### config.mk
export PLATFORM = sky130hd
export DESIGN_NAME = cpuFsm
export DESIGN_NICKNAME = d
export VERILOG_FILES = /design/src/verilog/ctrlPkg.sv /design/src/verilog/isaPkg.sv /design/src/verilog/cpuFsm.sv
export VERILOG_INCLUDE_DIRS = /design/src /design/src/verilog
export SDC_FILE = /design/constraint.sdc
export NUM_CORES = 1
export LEC_CHECK = 0
export ABC_AREA = 1
export BUFFER_PORTS_ARGS = -buffer_cell sky130_fd_sc_hd__buf_2
export CORE_AREA = 3 3 84 86
export CTS_BUF_LIST = sky130_fd_sc_hd__clkbuf_4
export CTS_CLUSTER_DIAMETER = 100
export DETAILED_ROUTE_END_ITERATION = 8
export DIE_AREA = 0 0 87 89
export MAX_ROUTING_LAYER = met4
export SLEW_MARGIN = 15
export SYNTH_ARGS = -nofsm -noshare
export SYNTH_HDL_FRONTEND = slang
export SYNTH_SLANG_ARGS = --single-unit
### constraint.sdc
create_clock -name Clk -period 3.75 [get_ports Clk]
set_input_delay 0.375 -clock Clk [delete_from_list [all_inputs] [get_ports Clk]]
set_output_delay 0.375 -clock Clk [all_outputs]
set_load 0.03 [all_outputs]
### src/verilog/cpu_cfg.svh
`ifndef CPU_CFG_SVH
`define CPU_CFG_SVH

// datapath word and register file width
`define CPU_DATA_W 16

// one word addressed RAM shared by program and data
`define CPU_ADDR_W 10
`define CPU_MEM_DEPTH 1024

// Rdest and Rsrc fields are 4 bits wide
`define CPU_REG_COUNT 16

`endif
### src/verilog/ctrlPkg.sv
`default_nettype none
`include "cpu_cfg.svh"

package ctrlPkg;

	typedef enum logic [2:0] {
		FETCH,
		DECODE,
		EXECUTE,
		MEMADDR,
		MEMWAIT,
		WRITEBACK,
		HALTED
	} stateE;

	// register write source
	typedef enum logic {
		LOAD_ALU,
		LOAD_RAM
	} loadSelE;

	// RAM address source
	typedef enum logic {
		ADDR_PC,
		ADDR_RSRC
	} addrSelE;

	typedef enum logic [1:0] {
		IMM_SIGN,
		IMM_ZERO,
		IMM_UPPER
	} immModeE;

endpackage

`default_nettype wire

### src/verilog/isaPkg.sv
`default_nettype none
`include "cpu_cfg.svh"

package isaPkg;

	localparam int INSTR_W = `CPU_DATA_W;

	// instruction field positions
	localparam int OP_MSB = 15;
	localparam int OP_LSB = 12;
	localparam int RDEST_MSB = 11;
	localparam int RDEST_LSB = 8;
	localparam int EXT_MSB = 7;
	localparam int EXT_LSB = 4;
	localparam int RSRC_MSB = 3;
	localparam int RSRC_LSB = 0;
	localparam int IMM_MSB = 7;
	localparam int IMM_LSB = 0;

	// immediate opcodes share their code with the matching ALU op
	typedef enum logic [3:0] {
		OP_RTYPE = 4'h0,
		OP_ANDI = 4'h1,
		OP_ORI = 4'h2,
		OP_XORI = 4'h3,
		OP_MEM = 4'h4,
		OP_ADDI = 4'h5,
		OP_LSHI = 4'h8,
		OP_SUBI = 4'h9,
		OP_CMPI = 4'hB,
		OP_BCOND = 4'hC,
		OP_MOVI = 4'hD,
		OP_HALT = 4'hE,
		OP_LUI = 4'hF
	} opcodeE;

	// extended field of register forms
	typedef enum logic [3:0] {
		ALU_AND = 4'h1,
		ALU_OR = 4'h2,
		ALU_XOR = 4'h3,
		ALU_ADD = 4'h5,
		ALU_LSH = 4'h8,
		ALU_SUB = 4'h9,
		ALU_CMP = 4'hB,
		ALU_MOV = 4'hD,
		ALU_LUI = 4'hF
	} aluOpE;

	// extended field under OP_MEM
	typedef enum logic [3:0] {
		MEM_LOAD = 4'h0,
		MEM_STOR = 4'h4
	} memOpE;

	// branch condition sits in the Rdest field
	typedef enum logic [3:0] {
		COND_EQ = 4'h0,
		COND_NE = 4'h1,
		COND_LO = 4'hA,
		COND_GE = 4'hD,
		COND_UC = 4'hE
	} condE;

	typedef enum logic [2:0] {
		FLAG_C = 3'd0,
		FLAG_L = 3'd1,
		FLAG_F = 3'd2,
		FLAG_Z = 3'd3,
		FLAG_N = 3'd4
	} flagIdxE;

endpackage

`default_nettype wire

### src/verilog/cpuFsm.sv
`default_nettype none
`include "cpu_cfg.svh"

module cpuFsm (
	input wire Clk,
	input wire rst,
	input wire [`CPU_DATA_W-1:0] instr,
	input wire [4:0] aluFlags,
	output logic [3:0] rdestLoc,
	output logic [3:0] rsrcLoc,
	output isaPkg::aluOpE aluOp,
	output logic immSel,
	output ctrlPkg::immModeE immMode,
	output logic regEn,
	output ctrlPkg::loadSelE loadSel,
	output logic ramEn,
	output ctrlPkg::addrSelE addrSel,
	output logic [7:0] imm,
	output logic [`CPU_ADDR_W-1:0] pcOut,
	output logic halted
);

	ctrlPkg::stateE state;
	ctrlPkg::stateE nextState;
	logic [isaPkg::INSTR_W-1:0] ir;
	logic [4:0] flagReg;
	logic [`CPU_ADDR_W-1:0] pc;
	logic [`CPU_ADDR_W-1:0] disp;
	isaPkg::opcodeE irOp;
	isaPkg::opcodeE newOp;
	logic [3:0] irExt;
	logic isAluReg;
	logic isAluImm;
	logic isCmp;
	logic branchTaken;

	// fields of the latched instruction
	assign irOp = isaPkg::opcodeE'(ir[isaPkg::OP_MSB:isaPkg::OP_LSB]);
	assign irExt = ir[isaPkg::EXT_MSB:isaPkg::EXT_LSB];
	assign rdestLoc = ir[isaPkg::RDEST_MSB:isaPkg::RDEST_LSB];
	assign rsrcLoc = ir[isaPkg::RSRC_MSB:isaPkg::RSRC_LSB];
	assign imm = ir[isaPkg::IMM_MSB:isaPkg::IMM_LSB];

	// instruction word on the RAM output during DECODE
	assign newOp = isaPkg::opcodeE'(instr[isaPkg::OP_MSB:isaPkg::OP_LSB]);

	assign disp = {{(`CPU_ADDR_W - 8){imm[7]}}, imm};
	assign pcOut = pc;
	assign halted = (state == ctrlPkg::HALTED);

	always_comb begin
		isAluReg = (irOp == isaPkg::OP_RTYPE);
		case (irOp)
			isaPkg::OP_ANDI, isaPkg::OP_ORI, isaPkg::OP_XORI, isaPkg::OP_ADDI,
			isaPkg::OP_LSHI, isaPkg::OP_SUBI, isaPkg::OP_CMPI, isaPkg::OP_MOVI,
			isaPkg::OP_LUI: isAluImm = 1'b1;
			default: isAluImm = 1'b0;
		endcase
		// immediate opcodes carry the ALU op code directly
		aluOp = isAluReg ? isaPkg::aluOpE'(irExt) : isaPkg::aluOpE'(irOp);
		isCmp = (isAluReg || isAluImm) && (aluOp == isaPkg::ALU_CMP);
	end

	always_comb begin
		case (isaPkg::condE'(rdestLoc))
			isaPkg::COND_EQ: branchTaken = flagReg[isaPkg::FLAG_Z];
			isaPkg::COND_NE: branchTaken = !flagReg[isaPkg::FLAG_Z];
			isaPkg::COND_LO: branchTaken = flagReg[isaPkg::FLAG_L];
			isaPkg::COND_GE: branchTaken = !flagReg[isaPkg::FLAG_N];
			isaPkg::COND_UC: branchTaken = 1'b1;
			default: branchTaken = 1'b0;
		endcase
	end

	always_comb begin
		nextState = state;
		regEn = 1'b0;
		ramEn = 1'b0;
		immSel = isAluImm;
		loadSel = ctrlPkg::LOAD_ALU;
		addrSel = ctrlPkg::ADDR_PC;
		case (irOp)
			isaPkg::OP_ANDI, isaPkg::OP_ORI, isaPkg::OP_XORI: immMode = ctrlPkg::IMM_ZERO;
			isaPkg::OP_LUI: immMode = ctrlPkg::IMM_UPPER;
			default: immMode = ctrlPkg::IMM_SIGN;
		endcase
		case (state)
			ctrlPkg::FETCH: nextState = ctrlPkg::DECODE;
			ctrlPkg::DECODE: begin
				case (newOp)
					isaPkg::OP_MEM: nextState = ctrlPkg::MEMADDR;
					isaPkg::OP_HALT: nextState = ctrlPkg::HALTED;
					// opcodes left unassigned in the 4-bit space
					4'h6, 4'h7, 4'hA: nextState = ctrlPkg::FETCH;
					default: nextState = ctrlPkg::EXECUTE;
				endcase
			end
			ctrlPkg::EXECUTE: begin
				if (isCmp || irOp == isaPkg::OP_BCOND) begin
					nextState = ctrlPkg::FETCH;
				end else begin
					nextState = ctrlPkg::WRITEBACK;
				end
			end
			ctrlPkg::MEMADDR: begin
				addrSel = ctrlPkg::ADDR_RSRC;
				if (irExt == isaPkg::MEM_STOR) begin
					ramEn = 1'b1;
					nextState = ctrlPkg::FETCH;
				end else if (irExt == isaPkg::MEM_LOAD) begin
					nextState = ctrlPkg::MEMWAIT;
				end else begin
					nextState = ctrlPkg::FETCH;
				end
			end
			ctrlPkg::MEMWAIT: begin
				addrSel = ctrlPkg::ADDR_RSRC;
				nextState = ctrlPkg::WRITEBACK;
			end
			ctrlPkg::WRITEBACK: begin
				regEn = 1'b1;
				// LOAD writes the word read during MEMWAIT
				if (irOp == isaPkg::OP_MEM) begin
					loadSel = ctrlPkg::LOAD_RAM;
				end
				nextState = ctrlPkg::FETCH;
			end
			ctrlPkg::HALTED: nextState = ctrlPkg::HALTED;
			default: nextState = ctrlPkg::FETCH;
		endcase
	end

	always_ff @(posedge Clk) begin
		if (rst) begin
			state <= ctrlPkg::FETCH;
			pc <= '0;
			ir <= '0;
			flagReg <= '0;
		end else begin
			state <= nextState;
			if (state == ctrlPkg::DECODE) begin
				ir <= instr;
				pc <= pc + 1'b1;
			end
			if (state == ctrlPkg::EXECUTE) begin
				if (isAluReg || isAluImm) begin
					flagReg <= aluFlags;
				end else if (irOp == isaPkg::OP_BCOND && branchTaken) begin
					// pc already points past the branch
					pc <= pc + disp;
				end
			end
		end
	end

	noRegRamOverlap: assert property (@(posedge Clk) disable iff (rst)
		!(regEn && ramEn));

	haltSticky: assert property (@(posedge Clk) disable iff (rst)
		state == ctrlPkg::HALTED |=> state == ctrlPkg::HALTED);

endmodule

`default_nettype wire

* Word-level counts from Yosys, hierarchy flattened
Memories as Yosys holds them, arrays and structs flattened. A register that Yosys moved wholly into a read port is not among the register bits. Index checks and enable logic that the tools add are counted.
Operators by class: mux-type cells 20, reduce and logical (&&, ||, !) cells 14, eq/ne operators 23, add/subtract/negate cells 2
Operator list (number):
- 10-bit two-way mux | 4
- 4-bit == test, second input constant | 8
- 4-bit by 3-bit == test with 1-bit output, second input constant | 5
- 3-bit case mux with 6 select lines | 1
- 4-bit zero test | 3
- 4-bit two-way mux | 3
- 10-bit by 1-bit adder with 10-bit output, second input constant | 1
- 10-bit adder | 1
- 3-bit == test, second input constant | 3
- 3-bit two-way mux | 3
- 3-bit case mux with 3 select lines | 1
- 4-bit by 1-bit == test with 1-bit output, second input constant | 2
- 4-bit by 2-bit == test with 1-bit output, second input constant | 2
- 3-bit by 2-bit == test with 1-bit output, second input constant | 2
- 1-bit two-way mux | 6
- 3-bit OR reduction | 2
- 1-bit case mux with 5 select lines | 1
- 2-bit case mux with 2 select lines | 1
- 3-bit by 1-bit == test with 1-bit output, second input constant | 1
- 3-bit zero test | 1
- 1-bit logical AND | 2
- 1-bit zero test | 2
- 1-bit logical OR | 2
- 2-bit AND reduction | 1
- 2-bit OR reduction | 1
Word-level totals: logic and storage cells 64, register bits 34, ROM bits 16, memories 1, input port bits 23
Memory list:
- (no name shown) | words 16, bits a word 1, read ports 1, clocked after Yosys merged registers in 1, write ports 0, line cpuFsm.sv:53 | case (irOp)

* Depth between registers and ports, before layout
Gate-level depths: netlist (run 1).
word-level depth 7, gate-level depth with buffers 11, gate-level depth less buffers 11

* Least setup slack after synthesis (run 1)
OpenSTA, ideal clock, no wires.
path kind register to output, start point register state[0], end point output port loadSel, data required time 3.375 ns, buffers on the path 0, arrival time 1.490 ns, path slack 1.885 ns, stages on the path, launching flop included 3, cell sequence dfxtp_1 > nand2_2 > nor4_1
On the way: longest elaborated chain between the ends 2
RTL lines:
- from (decl) | line cpuFsm.sv:23 | ctrlPkg::stateE state;
- from (signal assigned) | line cpuFsm.sv:135 | state <= ctrlPkg::FETCH;
- from (signal assigned) | line cpuFsm.sv:140 | state <= nextState;
- 3-bit == test | line cpuFsm.sv:87 | case (state)
- 1-bit two-way mux | line cpuFsm.sv:87
- to (decl) | line cpuFsm.sv:15 | output ctrlPkg::loadSelE loadSel,
No other way between the ends.

* Worst setup path in the final report (run 1)
start point register ir[12] (netlist bit), end point output port aluOp[2]
On the way: longest elaborated chain between the ends 2
RTL lines:
- from (decl) | line cpuFsm.sv:25 | logic [isaPkg::INSTR_W-1:0] ir;
- from (signal assigned) | line cpuFsm.sv:142 | ir <= instr;
- 4-bit zero test | line cpuFsm.sv:52 | isAluReg = (irOp == isaPkg::OP_RTYPE);
- 4-bit two-way mux | line cpuFsm.sv:60 | aluOp = isAluReg ? isaPkg::aluOpE'(irExt) : isaPkg::aluOpE'(irOp);
- to (decl) | line cpuFsm.sv:11 | output isaPkg::aluOpE aluOp,
No other way between the ends.

==> summary.md, run 1 <==
| Metric | Value |
|---|---|
| DR vias/cell | `just under 5` |
| Hold path cells | `3` |
| Yosys reg bits | `33` |
| Slew of the pin with the lowest slew margin | `between 0.6 and 0.7 ns` |
| Leak pwr | `around 1.3 nW` |
| Post-DRT Antenna Nets | `0` |
| Initial core utilization | `0.353` |
| Setup TNS Final | `0 ns` |
| Detail Placement HPWL | `around 4100 µm` |
| CTS HTree Levels | `2` |
| Share of layout cells above drive strength 1 | `0.220` |
| Hold Path Class | `in -> reg` |
| Setup crit end kind | `output pin` |
| Cell Area, Synth | `about 2200 µm²` |
| Pwr Density | `approximately 420 nW/µm²` |
| Fmax | `~0.54 GHz` |
| Worst path slowest cell | `dfxtp_1` |
| Final Skew | `0.0130 ns` |
| Max Slew Vio Count | `0` |
| Row cnt | `29` |
| Placer Congestion | `between 0.8 and 0.9` |
| Ys async rst share | `0` |
| Core Area | `~6300 µm²` |
| Num CTS Buffers | `5` |
| # fillers | `708` |
| GRT Overall Usage | `0.153` |
| Area occupied by multi-input gates | `~1300 µm²` |
| Period minus WS final | `between 1.5 and 2 ns` |
| Period utilisation layout | `0.491` |
| WL/cell | `~12 µm` |
| First-pass detailed-route iteration total | `4` |
| Post-synth cell types | `39` |
| Most frequent cells in the layout | `74 x nand2_1, 58 x buf_2, 37 x inv_1` |
| CP Buf/Inv Count | `1` |
| Final Instance Area | `between 2000 and 3000 µm²` |
| Crit path depth | `4` |
| Ant diodes | `0` |
| Max-cap violation count | `0` |
| Worst skew pair latency | `approximately 0.34 ns` |
| Finished Core Util | `0.394` |
| Number of port buffers | `58` |
| Gr ovfl total | `0` |
| Max incr delay on CP | `0.34 ns` |
| Die span in y | `slightly below 90 µm` |
| Vias | `between 2000 and 2500` |
| CTS tree | `yes` |
| Sequential share of the synthesized area | `0.295` |
| Synth Instances | `328` |
| Top delay family on crit path | `flip-flops` |
| Critical path type | `reg -> out` |
| Slew Limit Headroom | `0.542` |
| Synth warn | `0` |
| Synth Flop Type | `dfxtp_1` |
| Area growth from synthesis to layout | `11.7%` |
| Initial DRC count | `47` |
| Initial antenna violation count | `0` |
| First-pass GRT wire length | `roughly 9100 µm` |
| Status | `complete, no violations` |
| Syn_area_per_cell | `around 6.8 µm²` |
| Post-CTS Resized | `0` |
| Reg clk slew, reported paths | `0.12 ns` |
| Max VDD drop | `~0.21 mV` |
| Seq. cell area | `661 µm²` |
| Crit start category | `register` |
| Clk sinks | `33` |
| Post-synth EDFFs | `0` |
| Post-CTS Setup Inserts | `0` |
| Final hold vios | `0` |
| Worst Path Required | `between 3 and 4 ns` |
| Hold buffers post-CTS | `0` |
| Die area | `approximately 7700 µm²` |
| Most common cell after layout, fill and taps aside | `nand2_1` |
| Largest net degree at the start of global routing | `33` |
| Vias in the first global route | `around 2000` |
| Unrepaired setup endpoints after global routing | `false` |
| Final nets | `403` |
| DRC | `0` |
| CTS Buffer Depth | `2` |
| CTS root buffer | `clkbuf_4` |
| Die Wd | `87 µm` |
| Final setup viols | `0` |
| Maximum net fanout on the critical path | `6` |
| Syn Nets | `about 360` |
| Critical Path AT | `1.47 ns` |
| Dpl cell area | `approximately 2500 µm²` |
| Io pins | `61` |
| Hold WS | `0.267 ns` |
| Crit path cell chain | `nor2_4, nand2_1, o21ai_0, buf_2` |
| R2R cell count | `8` |
| WL final | `5380 µm` |
[path summary, 6_finish.rpt]
path / end / start / slack (ns)
min reg2reg: ir[9]$_SDFFE_PP0P_ / ir[9]$_SDFFE_PP0P_ / 0.49
min: ir[2]$_SDFFE_PP0P_ / instr[2] / 0.27
max reg2reg: pcOut[6]$_SDFF_PP0_ / pcOut[0]$_SDFF_PP0_ / 1.95
max: aluOp[2] / ir[12]$_SDFFE_PP0P_ / 1.91
[per-layer routing]
| layer | global-route usage | vias to the layer above | part of all wire |
|---|---|---|---|
| met1 | 0.201 | 953 | 0.50 |
| li1 | - | 1122 | - |
| met5 | - | - | 0 |
| met4 | 0.0453 | 0 | 0.0097 |
| met3 | 0.0286 | 5 | 0.049 |
| met2 | 0.239 | 61 | 0.44 |
[cells by family after synthesis]
family,count (synthesis),share of synthesized area
AO/OA/AOI/OAI,58,0.146
flip-flops,33,0.295
adder cells (fa/ha/maj),11,0.0648
AND/OR/NAND/NOR,153,0.312
XOR/XNOR,10,0.0391
buffers and inverters,63,0.143
[power by group]
part / switching (mW) / internal (mW)
Clock: 0.124 / 0.0754
Sequential: 0.0505 / 0.395
Combinational: 0.281 / 0.120
Total: 0.455 / 0.591
[registers in the layout (all words and copies together) (netlist names)]
register / flops
ir: 16
flagReg: 3
pcOut: 10
state: 3
immSel: 1
[per-stage QoR]
stage | power, mW | instances | setup slack (ns)
finish | 1.05 | 446 | 1.91
global route | 1.12 | 446 | 1.76
CTS | 1.05 | 446 | 1.89
detailed placement | 0.858 | 439 | 1.96
global placement | 0.854 | 439 | 2.00
floorplan | 0.786 | 328 | 1.88
[cells in the mapped netlist (2+ instances only)]
master,number,area [µm²]
a21oi_1,27,135
a21oi_2,2,17.5
buf_2,3,15.0
buf_4,17,128
buf_6,2,22.5
dfxtp_1,33,661
ha_1,10,125
inv_1,37,139
inv_2,2,7.51
nand2_1,74,278
nand2_2,3,18.8
nand3_1,14,70.1
nand3b_1,3,22.5
nand4_1,3,18.8
nor2_1,35,131
nor2_4,2,22.5
nor3_1,7,35.0
nor4_1,4,25.0
o21ai_0,20,100
o21ai_1,2,10.0
o21bai_1,2,15.0
xnor2_1,2,17.5
xor2_1,8,70.1
[tightest hold or removal path, delay by kind of cell]
family / cells / cell delay, ns
AND/OR/NAND/NOR: 1 / 0.05
AO/OA/AOI/OAI: 1 / 0.05
buffers and inverters: 1 / 0.09
[cell type report]
| cell class | instances | area share |
|---|---|---|
| tap | 77 | 0.0385 |
| sequential | 33 | 0.264 |
| clock inverter | 1 | 0.00150 |
| timing repair buffer | 58 | 0.116 |
| inverter | 39 | 0.0585 |
| multi-input combinational | 232 | 0.503 |
| clock buffer | 6 | 0.0180 |
No activity file was read; power rests on OpenSTA's default activity.
==> inputs of run 2 (changes only) <==
- ABC_AREA: 1 -> 0
- CORE_AREA: 3 3 84 86 -> 3 3 85 87
- DIE_AREA: 0 0 87 89 -> 0 0 88 90
- clock period: 3.75 -> 1.74 ns (I/O delays scaled with it)
==> run 2 against run 1 <==
Compared with the run above: the run now ends with negative setup slack left; worst hold slack got worse by 0.22 ns; core utilization increased by 10 points; flip-flop and latch count unchanged; non-clock buffer count increased by 57; setup slack got worse by 1.9 ns; critical path depth increased by 3; register-to-register slack got worse by 2.0 ns; sequential share of layout area decreased by 4.9 points; sequential power increased by 96%; total power increased by 100%; critical endpoint is now pcOut[4]$_SDFF_PP0_; largest power group unchanged.
==> summary.md, run 2 <==
| Metric | Value |
|---|---|
| GRT Overall Usage | `0.173 (+0.0199)` |
| # fillers | `608 (-14%)` |
| Final Skew | `0.0214 ns (+0.00844 ns)` |
| Capture point of the worst reg-to-reg path | `pcOut[4]$_SDFF_PP0_` |
| CTS root buffer | `clkbuf_4` |
| Adder-Cell Fraction of Synth Area | `0.0634 (-0.00145)` |
| Clk sinks | `33 (unchanged)` |
| First-pass GRT wire length | `10800 µm (+18%)` |
| Crit start category | `register` |
| Synth Flop Type | `dfxtp_1` |
| Worst skew pair latency | `0.34 ns (about the same)` |
| Maximum net fanout on the critical path | `2 (-4)` |
| Yosys reg bits | `33 (unchanged)` |
| Pwr Density | `669 nW/µm² (+60%)` |
| Critical Path AT | `1.96 ns (+0.49 ns)` |
| Max VDD drop | `0.386 mV (+80%)` |
| Leak pwr | `1.45 nW (+15%)` |
| Post-synth cell types | `60 (+54%)` |
| Internal reg-to-reg setup slack | `-0.007 ns (-1.96 ns)` |
| Worst R2R Start | `pcOut[0]$_SDFF_PP0_` |
| Post-Synth XOR/XNOR Area | `0.0459 (+0.00677)` |
| Finished Core Util | `0.497 (+0.103)` |
| Sequential share of the synthesized area | `0.289 (-0.00661)` |
| WL/cell | `14.5 µm (+20%)` |
| Area growth from synthesis to layout | `39.4%` |
| Seq. cell area | `686 µm² (+3.8%)` |
| Worst path slowest cell | `dfxtp_4` |
| Max Slew Vio Count | `0 (unchanged)` |
| Die area | `7920 µm² (+2.3%)` |
| Area occupied by multi-input gates | `1570 µm² (+25%)` |
| CP Buf/Inv Count | `1 (unchanged)` |
| Largest net degree at the start of global routing | `26 (-21%)` |
| Post-synth EDFFs | `0 (unchanged)` |
| Synth top cells by count | `40 x nand2_1, 33 x dfxtp_1, 26 x a21oi_1` |
| Worst Path Required | `1.96 ns (-1.42 ns)` |
| Top delay family on crit path | `adder cells` |
| Unrepaired setup endpoints after global routing | `true` |
| Final Instance Area | `3190 µm² (+28%)` |
| Startpoint of the worst hold path | `instr[1]` |
| WHS Endpoint | `ir[1]$_SDFFE_PP0P_` |
| CTS Buffer Depth | `2 (unchanged)` |
| Cell Area, Synth | `2290 µm² (+2.3%)` |
| Final hold vios | `0 (unchanged)` |
| Period utilisation layout | `1.00` |
| Fmax | `roughly 0.57 GHz` |
| Vias | `2309 (+7.8%)` |
| Synth Instances | `282 (-14%)` |
| Number of port buffers | `58 (unchanged)` |
| Max reg flops | `16 (unchanged)` |
| Initial DRC count | `150 (+220%)` |
| Setup crit end kind | `register` |
| Cell total after placement | `442 (+0.68%)` |
| Max incr delay on CP | `0.37 ns (+0.03 ns)` |
| Num CTS Buffers | `5 (unchanged)` |
| Final Power | `2.14 mW (+100%)` |
| CTS HTree Levels | `2 (unchanged)` |
| Top cell type's share of synthesized area | `0.289 (-0.00661)` |
| Period minus WS final | `1.75 ns` |
| Post-DRT Antenna Nets | `0 (unchanged)` |
| Largest Register | `ir` |
| Start point of the critical path | `pcOut[0]$_SDFF_PP0_` |
| Worst slack, placed | `-0.0814 ns (-2.04 ns)` |
| Initial antenna violation count | `0 (unchanged)` |
| Gr ovfl total | `0 (unchanged)` |
| Top cells by area, synth | `dfxtp_1 29%, nand2_1 6.6%, a21oi_1 5.7%, ha_1 5.5%, buf_4 5.2%` |
| Ys async rst share | `0 (unchanged)` |
| Share of layout cells above drive strength 1 | `0.484 (+0.265)` |
| Most common cell after layout, fill and taps aside | `buf_2` |
| Most frequent cells in the layout | `57 x buf_2, 52 x buf_4, 39 x nand2_1` |
| Hold Path Class | `in -> reg` |
| Final setup viols | `1 (+1)` |
| Core Area | `6420 µm² (+1.1%)` |
| Syn Nets | `316 (-13%)` |
| Mux contribution to synthesized area | `0.0355 (+0.0355)` |
| Largest family of logic cells by synthesized area | `simple AND/OR/NAND/NOR gates` |
| Detail Placement HPWL | `4990 µm (+22%)` |
| Synth warn | `0 (unchanged)` |
| CTS tree | `yes` |
| Post-synthesis compound-gate area fraction | `0.217 (+0.0710)` |
| R2R cell count | `7 (-1)` |
| Slew Limit Headroom | `0.547 (+0.00536)` |
| Io pins | `61 (unchanged)` |
| Syn_area_per_cell | `8.12 µm² (+19%)` |
| Critical path type | `reg -> reg` |
| Die span in y | `90 µm (+1.1%)` |
| Row cnt | `29 (unchanged)` |
| Reg clk slew, reported paths | `0.12 ns (about the same)` |
| Placer Congestion | `0.847 (+0.44%)` |
| DR vias/cell | `5.10 (+6.2%)` |
| DRC | `0 (unchanged)` |
| Final nets | `409 (+1.5%)` |
| Die Wd | `88 µm (+1.1%)` |
| Dpl cell area | `2940 µm² (+20%)` |
| Cell accounting for the most synthesized area | `dfxtp_1` |
| Max-cap violation count | `0 (unchanged)` |
| Vias in the first global route | `2267 (+13%)` |
| WL final | `6570 µm (+22%)` |
| Top-count cell post-synth | `nand2_1` |
| Crit path cell chain | `ha_4, fa_2, buf_4, a21o_1, a21oi_2, xor2_1, a211oi_2` |
| Layout Cells excl Fill | `453 (+1.6%)` |
| Initial core utilization | `0.357 (+0.00400)` |
| First-pass detailed-route iteration total | `4 (unchanged)` |
| Status | `finished, violations left` |
| Slew of the pin with the lowest slew margin | `0.672 ns (-0.0144 ns)` |
| Post-synthesis simple-gate area fraction | `0.249 (-0.0633)` |
| Ant diodes | `0 (unchanged)` |
| Failing checks | `negative setup slack` |
| Final worst slack | `-0.00710 ns (-1.91 ns)` |
| Hold path cells | `3 (unchanged)` |
run 2: changes by cell type after synthesis, moves of 7 or more:
cell     previous run  this run
mux2i_1             0         7
nor2_1             35        21
nand3_1            14         2
o21ai_0            20        10
nand2_1            74        40
inv_1              37         9
run 2: routing by layer:
metal  wire [µm]  up-vias  track usage
li1            -     1180            -
met1        3060     1070        0.224
met2        3140       55        0.270
met3         322        4       0.0375
met4          45        0       0.0473
met5           0        -            -
run 2: how the worst max path moves through the flow:
stage	endpoint	slack, ns	cells past startpoint
CTS	pcOut[7]$_SDFF_PP0_	-0.01	5
detailed placement	pcOut[7]$_SDFF_PP0_	-0.08	5
finish	pcOut[4]$_SDFF_PP0_	-0.007	7
global placement	state[2]$_SDFF_PP0_	-0.07	6
floorplan	pcOut[9]$_SDFF_PP0_	-0.07	7
global route	pcOut[8]$_SDFF_PP0_	-0.10	7
run 2: area by class of cell:
| type | count | share of cell area |
|---|---|---|
| Sequential cell | 33 | 0.215 |
| Timing Repair Buffer | 115 | 0.236 |
| Multi-Input combinational cell | 211 | 0.493 |
| Clock buffer | 5 | 0.0118 |
| Tap cell | 77 | 0.0302 |
| Inverter | 9 | 0.0106 |
| Clock inverter | 3 | 0.00392 |
run 2: cell families (layout without fill, tap and decap cells):
kind of cell	count (synthesis)	in the layout
simple gates	108	108
compound gates	72	72
buf+inv	38	132
flops	33	33
xor+xnor	12	12
fa+ha+maj	11	11
mux	8	8
run 2: metrics by stage:
step | hold slack, ns | TNS, ns
final | 0.0502 | -0.00710
after global routing | 0.0264 | -0.637
after CTS | 0.0341 | -0.0253
after detailed placement | 0.412 | -0.482
after global placement | 0.405 | -0.455
after floorplan | 0.302 | -0.0711
run 2: worst min-delay path, stage by stage:
cell and delay [ns]:
buf_2 0.09, nand2_1 0.05, a21oi_1 0.05
run 2: power breakdown:
part / leakage, nW / switching (mW) / internal, mW
combinational: 1.15 / 0.495 / 0.350
clock: 0.0300 / 0.269 / 0.146
sequential: 0.276 / 0.0538 / 0.822
total: 1.45 / 0.818 / 1.32
run 2: timing repair:
action	4_1_cts	5_1_grt
hold buffers	0	0
buffers inserted	3	0
setup endpoints to repair	13	16
pin swaps	16	10
gates resized for setup	26	20
cloned	0	0
==> inputs of run 3 (changes only) <==
- CELL_PAD_IN_SITES_DETAIL_PLACEMENT: not set -> 0
- CELL_PAD_IN_SITES_GLOBAL_PLACEMENT: not set -> 1
- PLACE_DENSITY_LB_ADDON: not set -> 0.1
==> run 3 against run 2 <==
Compared with the run above: total power is 7.5% higher; combinational power is 2% lower; worst hold slack worse by 0.0051 ns; fmax is 2.7% lower; critical path depth is 1 lower; the run still ends with negative setup slack left; non-clock buffer count is 3 higher; setup slack worse by 0.048 ns; sequential power hardly changed; count of clock-buffer cells in the layout is 1 higher; die area stayed put.
==> summary.md, run 3 (synthesis results as in run 2) <==
| Metric | Value |
|---|---|
| Post-DRT Antenna Nets | `0 (unchanged)` |
| Clock share of power | `0.258 (+0.063)` |
| Most frequent cells in the layout | `58 x buf_4, 57 x buf_2, 40 x nand2_1` |
| Final setup viols | `5 (+4)` |
| Vias | `2309 (unchanged)` |
| Leak pwr | `1.49 nW (+2.6%)` |
| Worst Path Required | `2.03 ns (+0.07 ns)` |
| Switching share of power | `0.357 (-0.0264)` |
| Io pins | `61 (unchanged)` |
| CTS root buffer | `clkbuf_4` |
| Switching Power | `0.819 mW (+0.13%)` |
| Worst skew pair latency | `0.35 ns (about the same)` |
| CTS HTree Levels | `2 (unchanged)` |
| DRC | `0 (unchanged)` |
| Max-cap violation count | `0 (unchanged)` |
| Hold buffers post-CTS | `0 (unchanged)` |
| Critical Path AT | `2.09 ns (+0.13 ns)` |
| Critical path type | `reg -> reg` |
| Max VDD drop | `0.399 mV (+3.1%)` |
| Pint | `1.48 mW (+12%)` |
| Setup crit end kind | `register` |
| WL/cell | `14.7 µm (+1.3%)` |
| Slew Limit Headroom | `0.524 (-0.0227)` |
| Crit start category | `register` |
| Pwr Density | `724 nW/µm² (+8.3%)` |
| DR vias/cell | `5.06 (-0.66%)` |
| Period utilisation layout | `1.03 (+0.0274)` |
| Initial core utilization | `0.357 (unchanged)` |
| Unrepaired setup endpoints after global routing | `true` |
| Number of port buffers | `58 (unchanged)` |
| Status | `finished, violations left` |
| Area growth from synthesis to layout | `38.5%` |
| Logic pwr share | `0.362 (-0.033)` |
| Failing checks | `negative setup slack` |
| Seq. cell area | `687 µm² (+0.18%)` |
| Share of layout cells above drive strength 1 | `0.475 (-0.00911)` |
| First-pass GRT wire length | `11000 µm (+1.9%)` |
| Die Wd | `88 µm (unchanged)` |
| Final worst slack | `-0.0548 ns (-0.0477 ns)` |
| Clk sinks | `33 (unchanged)` |
| Final Skew | `0.0171 ns (-0.00437 ns)` |
| Period minus WS final | `1.79 ns (+0.0477 ns)` |
| Max Slew Vio Count | `0 (unchanged)` |
| Area occupied by multi-input gates | `1520 µm² (-3.4%)` |
| Slew of the pin with the lowest slew margin | `0.706 ns (+0.0336 ns)` |
| Die span in y | `90 µm (unchanged)` |
| Reg clk slew, reported paths | `0.11 ns (about the same)` |
| CTS Buffer Depth | `2 (unchanged)` |
| GRT Overall Usage | `0.181 (+0.00824)` |
| Maximum net fanout on the critical path | `4 (+2)` |
| WL final | `6700 µm (+1.9%)` |
| Final nets | `412 (+0.73%)` |
| Final Power | `2.30 mW (+7.5%)` |
| Most common cell after layout, fill and taps aside | `buf_4` |
| Core Area | `6420 µm² (unchanged)` |
| Placer Congestion | `0.806 (-4.8%)` |
| Gr ovfl total | `0 (unchanged)` |
| Num CTS Buffers | `5 (unchanged)` |
| CTS tree | `yes` |
| Vias in the first global route | `2256 (-0.49%)` |
| Final hold vios | `0 (unchanged)` |
| Die area | `7920 µm² (unchanged)` |
| Row cnt | `29 (unchanged)` |
| Dpl cell area | `2960 µm² (+0.60%)` |
| Max reg flops | `16 (unchanged)` |
| Final Instance Area | `3170 µm² (-0.67%)` |
| Initial DRC count | `82 (-45%)` |
| Initial antenna violation count | `0 (unchanged)` |
| Fmax | `0.557 GHz (-2.7%)` |
| Detail Placement HPWL | `5160 µm (+3.5%)` |
| Largest Register | `ir` |
| First-pass detailed-route iteration total | `4 (unchanged)` |
| Setup TNS Final | `-0.139 ns (-0.132 ns)` |
| Hold Path Class | `in -> reg` |
| Ant diodes | `0 (unchanged)` |
| Largest net degree at the start of global routing | `21 (-19%)` |
| Finished Core Util | `0.494 (-0.00331)` |
| # fillers | `661 (+8.7%)` |
| Register share of total power | `0.380 (-0.030)` |
run 3: cell count changes in the layout (fill, tap and decap cells not counted), moves of 2 or more:
cell and change:
a211oi_1 +3, a211oi_2 -3, buf_4 +6, buf_6 -2, o21ai_0 +2
run 3: what timing repair did:
action | in CTS | in global routing
setup buffers | 2 | 0
pin swaps | 9 | 8
resized for setup | 20 | 13
endpoints found under the setup margin | 15 | 15
run 3: power by group through the flow:
stage                     combinational [mW]  clock, mW  sequential [mW]
final                                  0.831      0.592            0.873
after global routing                   0.902      0.640            0.883
after CTS                              0.820      0.607            0.873
after detailed placement               0.800          0            0.884
after global placement                 0.795          0            0.883
after floorplan                        0.488          0            0.929
run 3: worst max-delay path, stage by stage (launching register included):
cell and delay [ns]:
dfxtp_2 0.33, or4b_1 0.51, a21o_1 0.20, a21o_4 0.24
buf_6 0.11, a311o_1 0.27, nand4_1 0.07
run 3: area by class of cell:
cell class | count | share of cell area
Sequential cell | 33 | 0.217
Clock inverter | 2 | 0.0107
Multi-Input combinational cell | 211 | 0.479
Timing Repair Buffer | 118 | 0.238
Inverter | 9 | 0.0107
Clock buffer | 6 | 0.0142
Tap cell | 77 | 0.0304
run 3: metal layers:
layer / routed length, µm / share of wire / global-route usage / vias to the layer above
li1: - / - / - / 1186
met1: 3310 / 0.49 / 0.247 / 1068
met2: 3060 / 0.46 / 0.273 / 53
met3: 286 / 0.043 / 0.0366 / 2
met4: 40 / 0.0060 / 0.0460 / 0
met5: 0 / 0 / - / -
run 3: worst paths after layout:
check / slack [ns] / start / to / cells after the start
setup / recovery: -0.05 / ir[9]$_SDFFE_PP0P_ / pcOut[9]$_SDFF_PP0_ / 6
hold / removal: 0.05 / instr[0] / ir[0]$_SDFFE_PP0P_ / 3
setup reg to reg: -0.05 / ir[9]$_SDFFE_PP0P_ / pcOut[9]$_SDFF_PP0_ / 6
hold reg to reg: 0.50 / ir[8]$_SDFFE_PP0P_ / ir[8]$_SDFFE_PP0P_ / 2
run 3: per-stage QoR:
| step | instances | worst slack, ns | hold WS [ns] |
|---|---|---|---|
| 6_report | 456 | -0.0548 | 0.0451 |
| 5_1_grt | 456 | -0.138 | 0.0308 |
| 4_1_cts | 456 | -0.0598 | 0.0413 |
| 3_5_place_dp | 446 | -0.0811 | 0.414 |
| 3_3_place_gp | 446 | -0.0810 | 0.404 |
| 2_1_floorplan | 282 | -0.0711 | 0.302 |
